$ cat config.mk
export PLATFORM = sky130hd
export DESIGN_NAME = ram_1w1r
export DESIGN_NICKNAME = d
export VERILOG_FILES = /design/src/rtl/ram_1w1r.sv
export SDC_FILE = /design/constraint.sdc
export NUM_CORES = 1
export LEC_CHECK = 0
export BUFFER_PORTS_ARGS = -buffer_cell sky130_fd_sc_hd__buf_2
export CORE_UTILIZATION = 40
export CTS_BUF_LIST = sky130_fd_sc_hd__clkbuf_4 sky130_fd_sc_hd__clkbuf_8
export DETAILED_ROUTE_END_ITERATION = 8
export GPL_ROUTABILITY_DRIVEN = 0
export GPL_TIMING_DRIVEN = 0
export SKIP_LAST_GASP = 1
export SLEW_MARGIN = 20
export SYNTH_ARGS = -nofsm -noshare
export SYNTH_HDL_FRONTEND = slang
export SYNTH_SLANG_ARGS = --single-unit
$ cat constraint.sdc
create_clock -name clk -period 2.6 [get_ports clk]
set_input_delay 0 -clock clk [delete_from_list [all_inputs] [get_ports clk]]
set_output_delay 0 -clock clk [all_outputs]
set_load 0.05 [all_outputs]
$ cat src/rtl/ram_1w1r.sv
`timescale 1ns/1ps
// One write port, one registered read port. Contents are undefined after reset.
// Reading an address in the cycle it is written returns the old word.
module ram_1w1r #(
    parameter type data_t = logic [7:0],
    parameter int  DEPTH  = 8
) (
    input  logic                     clk,
    input  logic                     we,
    input  logic [$clog2(DEPTH)-1:0] waddr,
    input  data_t                    wdata,
    input  logic [$clog2(DEPTH)-1:0] raddr,
    output data_t                    rdata
);

    data_t mem_q [DEPTH];

    always_ff @(posedge clk) begin
        if (we) begin
            mem_q[waddr] <= wdata;
        end
        rdata <= mem_q[raddr];
    end

endmodule

### Word-level counts from Yosys, hierarchy flattened

Memory sizes are Yosys's and may differ from the RTL's. A register that Yosys moved wholly into a read port is not among the register bits.
Index checks and enable logic that the tools add are counted.

| word-level totals | value |
|---|---|
| register bits after elaboration | 0 |
| output and inout bits | 8 |
| memories | 1 |
| RAM bits | 64 |
| input bits | 16 |
| word-level logic and storage cells | 3 |

| operators by class | value |
|---|---|
| muxes and demuxes | 2 |

Memories:

| memory | depth | bits a word | read ports | clocked after memory_dff | write ports | RTL line | text |
|---|---|---|---|---|---|---|---|
| mem_q | 8 | 8 | 1 | 1 | 1 | 16 | `data_t mem_q [DEPTH];` |

Operators by type and width:

| cell | number |
|---|---|
| $mux W1 | 2 |

### Logic depth before layout (Yosys ltp)

Gate-level depths: netlist of the first run.

| logic depth | value |
|---|---|
| depth after elaboration | 2 |
| gate-level depth with buffers | 4 |
| mapped depth without buffers | 2 |

### Least setup slack after synthesis of the first run

Ideal clock, no wire load.

| timing path | value |
|---|---|
| kind | flip-flop to flip-flop |
| from | memory mem_q[3][1] (netlist bit) |
| to | register rdata[1] (netlist bit), read port of mem_q |
| setup time | 0.121 ns |
| cell stages (with the launch flop) | 3 |
| arrival | 1.063 ns |
| period minus slack after synthesis | 1.183 ns |
| path slack | 1.417 ns |
| path through | edfxtp_1 > mux4_1 > mux2_2 |

RTL lines:

| what | RTL line | text |
|---|---|---|
| from (decl) | 16 |  |
| to (decl) | 13 | `output data_t rdata` |

==> flow_summary.json, run 1 <==
{
  "status": "complete, but fails checks",
  "violations": "DRC",
  "critPathArrivalTime_ps": 1520,
  "netlist_area_sq_um": 2691,
  "cp_max_fo": 1,
  "path_cells": "mux4_1 -> mux2_2",
  "antenna_found_initial": 0,
  "first_pass_iters": 6,
  "io_pins": 24,
  "numPortBuffers": 20,
  "post_cts_buffers": 0,
  "crit_path_start_kind": "flop",
  "core-area_sq_um": 6422,
  "route.detailed.drc": 4,
  "die_y_um": 84.03,
  "hold_depth": 2,
  "syn_nets": 130,
  "required_ps": 2820,
  "dieWidth_um": 84.03,
  "synth_area_leaders": "edfxtp_1 (71%), mux4_1 (15%), dfxtp_1 (6.0%)",
  "layout_setup_ws_ps": 1303,
  "yosys_warnings": 0,
  "hp-start": "waddr[0]",
  "routed_wl_um": 4587,
  "p_sw_uw": 506.2,
  "clk_latency_ps": 340,
  "clk_pin_slew_ps": 80,
  "nFillCells": 542,
  "ir_drop_uv": 301.2,
  "num_vias": 1225,
  "clkPwrFrac_pct": 32.6,
  "crit_slowest_cell": "mux4_1",
  "first_iter_violations": 55,
  "cpPeakStageDelay_ps": 510,
  "tns_ps": 0,
  "switching_share_pct": 22.80,
  "ys_seq_area_share_pct": 77.36,
  "power_frac_comb_pct": 8.2,
  "hold_slack_ps": 60.22,
  "ant_nets": 0,
  "slew-limit-headroom_pct": 38.12,
  "wire_per_inst_um": 19.44,
  "holdPathEnd": "mem_q[4][6]$_DFFE_PP_",
  "p_int_uw": 1714,
  "die_area_sq_um": 7060,
  "cts_hold_buf": 8,
  "cts_buffer_depth": 2,
  "critPathCaptureType": "flop",
  "finalHoldViolations": 0,
  "maxCapViolations": 0,
  "drive_above_1_share_pct": 32.08,
  "nets": 171,
  "rr_endpoint": "rdata[1]$_DFF_P_",
  "holdCritPathClass": "in2reg",
  "start_util_pct": 41.91,
  "clock_sinks": 72,
  "leakage_uw": 0.001102,
  "setup_viol": 0,
  "grt_max_degree": 13,
  "dp_hpwl_um": 2881,
  "syn_inst": 114,
  "synth_top_area_cell": "edfxtp_1",
  "grt_first_pass_wirelength_um": 6969,
  "yosysTopAreaCellShare_pct": 71.41,
  "pre_cts_slack_ps": 1076,
  "r2r_start": "mem_q[1][1]$_DFFE_PP_",
  "numCtsBuffers": 9,
  "diodes": 0,
  "slew_violations": 0,
  "ff2ff_setup_slack_ps": 1300,
  "min_period_over_period_pct": 49.87,
  "synth_seq_cells": 72,
  "finClkSkew_ps": 8.666,
  "clock-root-buffer": "clkbuf_8",
  "num_rows": 29,
  "syn_avg_cell_area_sq_um": 23.61,
  "avgViaCountPerCell": 5.191,
  "overflow": 0,
  "pwr_density_cell_nw_per_um2": 703.8,
  "cts_repair_resize_count": 0,
  "worst_pin_slew_ps": 924.8,
  "cts_tree": "built",
  "pwr-share-seq_pct": 59.2,
  "critPathKind": "reg2reg",
  "fmax_ghz": 0.7712,
  "grt_usage_pct": 14.67,
  "htreeDepth": 3,
  "r2r_cells": 2,
  "synth_cell_types": 14,
  "min_period_ps": 1297,
  "first_global_vias": 1311,
  "rsz0062_at_grt": "no",
  "power.total_uw": 2220,
  "area_growth_pct": 17.20
}
metrics by stage:
stage | instance area, sq um | utilization, % | instances
2_1_floorplan | 2691 | - | 114
3_3_place_gp | 2888 | 44.96 | 211
3_5_place_dp | 2913 | 45.35 | 213
4_1_cts | 3154 | 49.11 | 236
5_1_grt | 3154 | 49.11 | 236
6_report | 3154 | 49.11 | 236
kinds of logic (layout without fill, tap and decap cells):
kind of cell / Yosys count / after routing / synth area share [%]
buffers and inverters: 5 / 50 / 1.627
AND/OR/NAND/NOR: 13 / 13 / 2.185
flip-flops: 72 / 72 / 77.36
multiplexers: 24 / 24 / 18.83
final cells by class:
class                   count  area, sq um  share of cell area (%)
plain buffers               5        43.79                   1.388
clock buffers               9        123.9                   3.927
clock inverters             6        37.54                   1.190
multi-input cells          37        575.6                   18.25
flip-flops and latches     72         2082                   66.01
well taps                  77        96.34                   3.054
repair buffers             30        195.2                   6.188
cells in the mapped netlist (all sizes together):
| cell type | count |
|---|---|
| edfxtp | 64 |
| mux4 | 16 |
| dfxtp | 8 |
| mux2 | 8 |
| nor2 | 6 |
| buf | 4 |
| nand2b | 3 |
| nand2 | 2 |
| nor3 | 2 |
| clkbuf | 1 |
sequential cells by signal, summed over array words and instances (netlist names):
register,flops
mem_q,64
rdata,8
worst max-delay path: cells and delay by family (launching register included):
family  cells  cell delay (ps)
mux         2              800
flops       1              380
power by group through the flow:
stage                     clock (uW)  combinational (uW)  sequential (uW)
final                            724                 182             1310
after global routing             783                 192             1320
after CTS                        742                 185             1320
after detailed placement           0                 176             1340
after global placement             0                 168             1340
after floorplan                    0                69.9             1390
routing by layer:
metal | share of wire, % | track usage [%]
met5 | 0 | 0
met1 | 42 | 16.37
met4 | 0.74 | 5.956
met2 | 52 | 24.74
met3 | 5.0 | 6.231
worst max path at each step:
| stage | startpoint | to | slack (ps) | cells past startpoint |
|---|---|---|---|---|
| global route | mem_q[1][1]$_DFFE_PP_ | rdata[1]$_DFF_P_ | 1290 | 2 |
| floorplan | mem_q[3][1]$_DFFE_PP_ | rdata[1]$_DFF_P_ | 1420 | 2 |
| finish | mem_q[1][1]$_DFFE_PP_ | rdata[1]$_DFF_P_ | 1300 | 2 |
| CTS | mem_q[3][3]$_DFFE_PP_ | rdata[3]$_DFF_P_ | 1290 | 2 |
| detailed placement | raddr[2] | rdata[2]$_DFF_P_ | 1080 | 4 |
| global placement | waddr[2] | mem_q[0][0]$_DFFE_PP_ | 760 | 3 |
cells in the final DEF, fill, tap and decap left out, drive strengths merged:
| cell type | instances |
|---|---|
| mux4 | 16 |
| clkinv | 6 |
| mux2 | 8 |
| clkbuf | 10 |
| buf | 26 |
| dlygate4sd3 | 8 |
| nor3 | 2 |
| dfxtp | 8 |
| edfxtp | 64 |
| nor2 | 6 |
| nand2 | 2 |
| nand2b | 3 |
Note: power is estimated with default switching activity, not from simulation.
==> inputs of run 2 (changes only) <==
--- a/config.mk
+++ b/config.mk
@@ -5,6 +5,7 @@
 export SDC_FILE = /design/constraint.sdc
 export NUM_CORES = 1
 export LEC_CHECK = 0
+export ABC_AREA = 1
 export BUFFER_PORTS_ARGS = -buffer_cell sky130_fd_sc_hd__buf_2
 export CORE_UTILIZATION = 40
 export CTS_BUF_LIST = sky130_fd_sc_hd__clkbuf_4 sky130_fd_sc_hd__clkbuf_8
==> constraint.sdc (replaced) <==
create_clock -name clk -period 1.2 [get_ports clk]
set_input_delay 0 -clock clk [delete_from_list [all_inputs] [get_ports clk]]
set_output_delay 0 -clock clk [all_outputs]
set_load 0.05 [all_outputs]
==> run 2 against run 1 <==
Net effect: combinational power rose to 2.7 times the previous value; worst setup slack got worse by 1200 ps; the flow now finishes without violations; total power up 150%; routed wire length rose by 38%; count of clock-buffer cells in the layout rose by 1; global-route usage up 3.6 points; cell area up 13%; critical path depth is 2 higher; area after synthesis rose by 13%; clock skew fell by 3.4 ps.
==> flow_summary.json, run 2 <==
{
  "die_area_sq_um": 7979,
  "finClkSkew_ps": 5.291,
  "cp.buffers_inverters": 2,
  "power_frac_comb_pct": 9.1,
  "setup_viol": 0,
  "synth-edff-count": 64,
  "route.detailed.drc": 0,
  "clock_sinks": 72,
  "first_global_vias": 1780,
  "syn_inst": 303,
  "grt_usage_pct": 18.25,
  "first_pass_iters": 4,
  "fmax_ghz": 0.9332,
  "grt_first_pass_wirelength_um": 9777,
  "synth_seq_cells": 72,
  "yosysTopAreaCellShare_pct": 63.00,
  "layout_setup_ws_ps": 128.4,
  "worst_pin_slew_ps": 1025,
  "post_cts_buffers": 0,
  "cts_tree": "built",
  "numPortBuffers": 20,
  "maxCapViolations": 0,
  "switching_share_pct": 23.20,
  "ant_nets": 0,
  "area_growth_pct": 17.19,
  "ys_seq_area_share_pct": 68.25,
  "ir_drop_uv": 681.6,
  "dp_hpwl_um": 3791,
  "multi_input_area_sq_um": 603.1,
  "final_common_cell": "nand2_1",
  "avgViaCountPerCell": 4.406,
  "tns_ps": 0,
  "routed_wl_um": 6308,
  "synth_cell_types": 11,
  "crit_path_start_kind": "primary input",
  "nets": 358,
  "overflow": 0,
  "critPathCaptureType": "flop",
  "cpPeakStageDelay_ps": 790,
  "numCtsBuffers": 9,
  "clock-root-buffer": "clkbuf_8",
  "nFillCells": 667,
  "start_util_pct": 41.61,
  "antenna_found_initial": 0,
  "hold_slack_ps": 39.67,
  "io_pins": 24,
  "num_vias": 1965,
  "grt_max_degree": 13,
  "slew_violations": 0,
  "slew-limit-headroom_pct": 31.42,
  "core-area_sq_um": 7331,
  "dieWidth_um": 89.33,
  "syn_nets": 319,
  "rsz0062_at_grt": "no",
  "die_y_um": 89.33,
  "min_period_ps": 1072,
  "yosys_warnings": 0,
  "pwr_density_cell_nw_per_um2": 1527,
  "netlist_area_sq_um": 3050,
  "largestRegisters": "mem_q: 64 flops, rdata: 8 flops",
  "required_ps": 1160,
  "first_iter_violations": 169,
  "seq_area_sq_um": 2082,
  "p_sw_uw": 1267,
  "syn_avg_cell_area_sq_um": 10.07,
  "top_register": "mem_q",
  "synth_area_leaders": "edfxtp_1 (63%), nand2_1 (14%), inv_1 (8.4%)",
  "synth.most_common_cell": "nand2_1",
  "synth_flop_cell": "edfxtp_1",
  "cts_buffer_depth": 2,
  "postLayoutCoreUtil_pct": 48.76,
  "holdCritPathClass": "in2reg",
  "leakage_uw": 0.001672,
  "synth_top_area_cell": "edfxtp_1",
  "num_rows": 31,
  "path_cells": "buf_2 -> inv_1 -> nand2_1 -> nor2_1",
  "status": "finished, final reports clean",
  "finalHoldViolations": 0,
  "diodes": 0,
  "pwr-share-seq_pct": 52.1,
  "mostFrequentLayoutCells": "nand2_1 (110), inv_1 (68), edfxtp_1 (64)",
  "synth_commonest_cells": "nand2_1 (110), inv_1 (68), edfxtp_1 (64), nand3_1 (32)",
  "clkPwrFrac_pct": 38.8,
  "drive_above_1_share_pct": 14.12,
  "crit_slowest_cell": "nor2_1",
  "htreeDepth": 3,
  "p_int_uw": 4193,
  "critPathKind": "in2reg",
  "cp_max_fo": 8,
  "clk_pin_slew_ps": 70,
  "largest_reg_flops": 64,
  "clk_latency_ps": 340,
  "power.total_uw": 5460,
  "wire_per_inst_um": 14.14,
  "critPathArrivalTime_ps": 1030,
  "cp_top_family": "simple AND/OR/NAND/NOR gates",
  "min_period_over_period_pct": 89.30,
  "async_flop_share_pct": 0,
  "pre_cts_slack_ps": -265.7
}
[run 2: changes by cell type after synthesis, sizes merged, moves of 2 or more]
| cell | change |
|---|---|
| buf | +7 |
| nand2 | +108 |
| mux4 | -16 |
| nor2 | +2 |
| nand3 | +32 |
| mux2 | -8 |
| nor3 | -2 |
| inv | +70 |
| nand2b | -3 |
[run 2: stage by stage]
stage	std cells	instance area, sq um
after floorplan	303	3050
after global placement	422	3274
after detailed placement	422	3274
after CTS	446	3575
after global routing	446	3575
final	446	3575
[run 2: worst paths after layout]
path              depth (start not counted)                  start  slack [ps]                     to
setup / recovery                          4               waddr[0]         130  mem_q[6][6]$_DFFE_PP_
hold / removal                            3               raddr[2]          40       rdata[1]$_DFF_P_
setup reg to reg                          6  mem_q[3][5]$_DFFE_PP_         330       rdata[5]$_DFF_P_
hold reg to reg                           6  mem_q[4][1]$_DFFE_PP_         630       rdata[1]$_DFF_P_
[run 2: layer usage]
metal | wire [um] | track usage (%) | vias to the layer above
li1 | - | - | 1008
met1 | 3040 | 25.05 | 902
met2 | 2888 | 27.55 | 46
met3 | 277 | 4.709 | 9
met4 | 102 | 7.792 | 0
met5 | 0 | 0 | -
[run 2: kinds of logic after synthesis]
kind of cell,synth area share (%)
simple gates,19.77
buf+inv,11.98
flops,68.25
[run 2: what timing repair did]
action	CTS	global route
gates resized for setup	0	0
hold buffers	8	0
endpoints found under the hold margin	64	0
[run 2: layout make-up]
type                       instances  area share, %
sequential                        72          58.24
inverter                          70          7.420
tap                               99          3.465
timing repair buffer              28          5.040
clock buffer                      10          3.850
clock inverter                     6          2.310
buffer                            11          2.800
multi-input combinational        150          16.87
[run 2: power by group through the flow]
stage	clock, uW	combinational [uW]	sequential [uW]
after floorplan	0	224	3000
after global placement	0	470	2900
after detailed placement	0	477	2900
after CTS	2140	500	2850
after global routing	2260	549	2860
final	2120	496	2850
[run 2: worst register-to-register path, cell delays in order (launching register included)]
cell and delay, ps:
edfxtp_1 360, inv_1 60, nand2_1 50, nand3_1 90, nand2_1 70, nand2_1 70
nand2_1 70
==> inputs of run 3 (changes only) <==
--- a/config.mk
+++ b/config.mk
@@ -5,7 +5,7 @@
 export SDC_FILE = /design/constraint.sdc
 export NUM_CORES = 1
 export LEC_CHECK = 0
-export ABC_AREA = 1
+export ABC_AREA = 0
 export BUFFER_PORTS_ARGS = -buffer_cell sky130_fd_sc_hd__buf_2
 export CORE_UTILIZATION = 40
 export CTS_BUF_LIST = sky130_fd_sc_hd__clkbuf_4 sky130_fd_sc_hd__clkbuf_8
==> constraint.sdc (replaced) <==
create_clock -name clk -period 1.1 [get_ports clk]
set_input_delay 0 -clock clk [delete_from_list [all_inputs] [get_ports clk]]
set_output_delay 0 -clock clk [all_outputs]
set_load 0.05 [all_outputs]
==> run 3 against run 2 <==
Net effect: the flow now finishes with violations (DRC, setup timing); final cell count shrank 47%; die area fell by 12%; worst setup slack got worse by 260 ps; hold slack improved by 35 ps; via count down 41%; routed wire length is 27% lower; global-route usage decreased by 3.7 points; first-iteration DRC count is 71% lower; sequential cell count unchanged; total power rose by 1.9%; combinational power shrank 7.5%; cell area fell by 12%; critical endpoint is now rdata[1]$_DFF_P_; largest cell class unchanged.
==> flow_summary.json, run 3 (same netlist as run 1, synthesis figures left out) <==
{
  "route.detailed.drc": 4,
  "dp_cells": 212,
  "violations": "DRC, setup timing",
  "cp_max_fo": 1,
  "mostFrequentLayoutCells": "edfxtp_1 (64), buf_2 (21), mux4_2 (16)",
  "required_ps": 1330,
  "first_global_vias": 1276,
  "diodes": 0,
  "fmax_ghz": 0.8127,
  "pwr_density_cell_nw_per_um2": 1767,
  "cts_tree": "built",
  "cts_buffer_depth": 2,
  "critPathArrivalTime_ps": 1460,
  "leakage_uw": 0.001066,
  "hold_slack_ps": 74.69,
  "nets": 170,
  "clock-root-buffer": "clkbuf_8",
  "htreeDepth": 3,
  "start_util_pct": 41.91,
  "area_growth_pct": 16.97,
  "critPathKind": "reg2reg",
  "top_register": "mem_q",
  "die_y_um": 84.03,
  "wire_per_inst_um": 19.44,
  "tns_ps": -957.5,
  "instances_no_fill": 236,
  "cpPeakStageDelay_ps": 480,
  "pre_cts_slack_ps": -465.2,
  "crit_path_start_kind": "flop",
  "rsz0062_at_grt": "yes",
  "dp_hpwl_um": 2800,
  "nFillCells": 523,
  "num_vias": 1167,
  "largestRegisters": "mem_q: 64 flops, rdata: 8 flops",
  "layout_setup_ws_ps": -130.4,
  "worst_pin_slew_ps": 920.8,
  "finClkSkew_ps": 7.650,
  "finalHoldViolations": 0,
  "grt_max_degree": 13,
  "routed_wl_um": 4588,
  "status": "complete, but fails checks",
  "antenna_found_initial": 0,
  "clk_latency_ps": 330,
  "largest_reg_flops": 64,
  "clk_pin_slew_ps": 70,
  "multi_input_area_sq_um": 546.8,
  "avgViaCountPerCell": 4.945,
  "crit_slowest_cell": "mux4_2",
  "seq_area_sq_um": 2082,
  "post_cts_buffers": 0,
  "numPortBuffers": 20,
  "core-area_sq_um": 6422,
  "numCtsBuffers": 9,
  "grt_usage_pct": 14.50,
  "maxCapViolations": 0,
  "drive_above_1_share_pct": 42.77,
  "ir_drop_uv": 942.9,
  "clock_sinks": 72,
  "grt_first_pass_wirelength_um": 7072,
  "io_pins": 24,
  "die_area_sq_um": 7060,
  "dieWidth_um": 84.03,
  "setup_viol": 8,
  "min_period_ps": 1230,
  "holdCritPathClass": "in2reg",
  "num_rows": 29,
  "ant_nets": 0,
  "path_cells": "mux4_2 -> mux2_4",
  "overflow": 0,
  "power.total_uw": 5563,
  "slew-limit-headroom_pct": 38.39,
  "final_common_cell": "edfxtp_1",
  "slew_violations": 0,
  "critPathCaptureType": "flop",
  "first_pass_iters": 6,
  "first_iter_violations": 49,
  "min_period_over_period_pct": 111.9
}
run 3: critical path: cells and delay by family, from the launching register on:
| kind | cells | cell delay [ps] |
|---|---|---|
| flip-flops | 1 | 380 |
| multiplexers | 2 | 740 |
run 3: final timing paths:
kind | from | to | slack, ps | cells after the start
hold / removal | waddr[0] | mem_q[4][3]$_DFFE_PP_ | 70 | 2
setup reg to reg | mem_q[7][1]$_DFFE_PP_ | rdata[1]$_DFF_P_ | -130 | 2
setup / recovery | mem_q[7][1]$_DFFE_PP_ | rdata[1]$_DFF_P_ | -130 | 2
hold reg to reg | mem_q[4][1]$_DFFE_PP_ | rdata[1]$_DFF_P_ | 680 | 2
run 3: layout make-up:
cell class | count | share of cell area (%)
buffer | 5 | 1.391
clock buffer | 10 | 4.173
clock inverter | 6 | 1.908
multi-input combinational | 37 | 17.37
sequential | 72 | 66.14
tap | 77 | 3.060
timing repair buffer | 29 | 5.962
run 3: metrics by stage:
step           utilization [%]  cell area (sq um)
4_1_cts                  48.76               3132
6_report                 49.02               3148
3_5_place_dp             44.36               2849
2_1_floorplan                -               2640
5_1_grt                  49.02               3148
3_3_place_gp             44.17               2836
run 3: per-layer routing:
| metal | wire, um | track usage, % |
|---|---|---|
| met2 | 2345 | 24.66 |
| met1 | 2048 | 17.26 |
| met4 | 32 | 4.232 |
| met3 | 162 | 5.341 |
| met5 | 0 | 0 |
run 3: report_power, final:
group          total [uW]  switching [uW]  internal (uW)  leakage (uW)
registers            3110            22.8           3090      0.000649
logic                 459             269            190      0.000322
clock network        2000             936           1060     0.0000955
run 3: repair_timing:
item                                   in CTS  in global routing
pin swaps                                   0                  0
endpoints found under the hold margin      64                  0
setup endpoints to repair                   8                 24
gates resized for setup                     3                  5
hold buffers                                8                  0
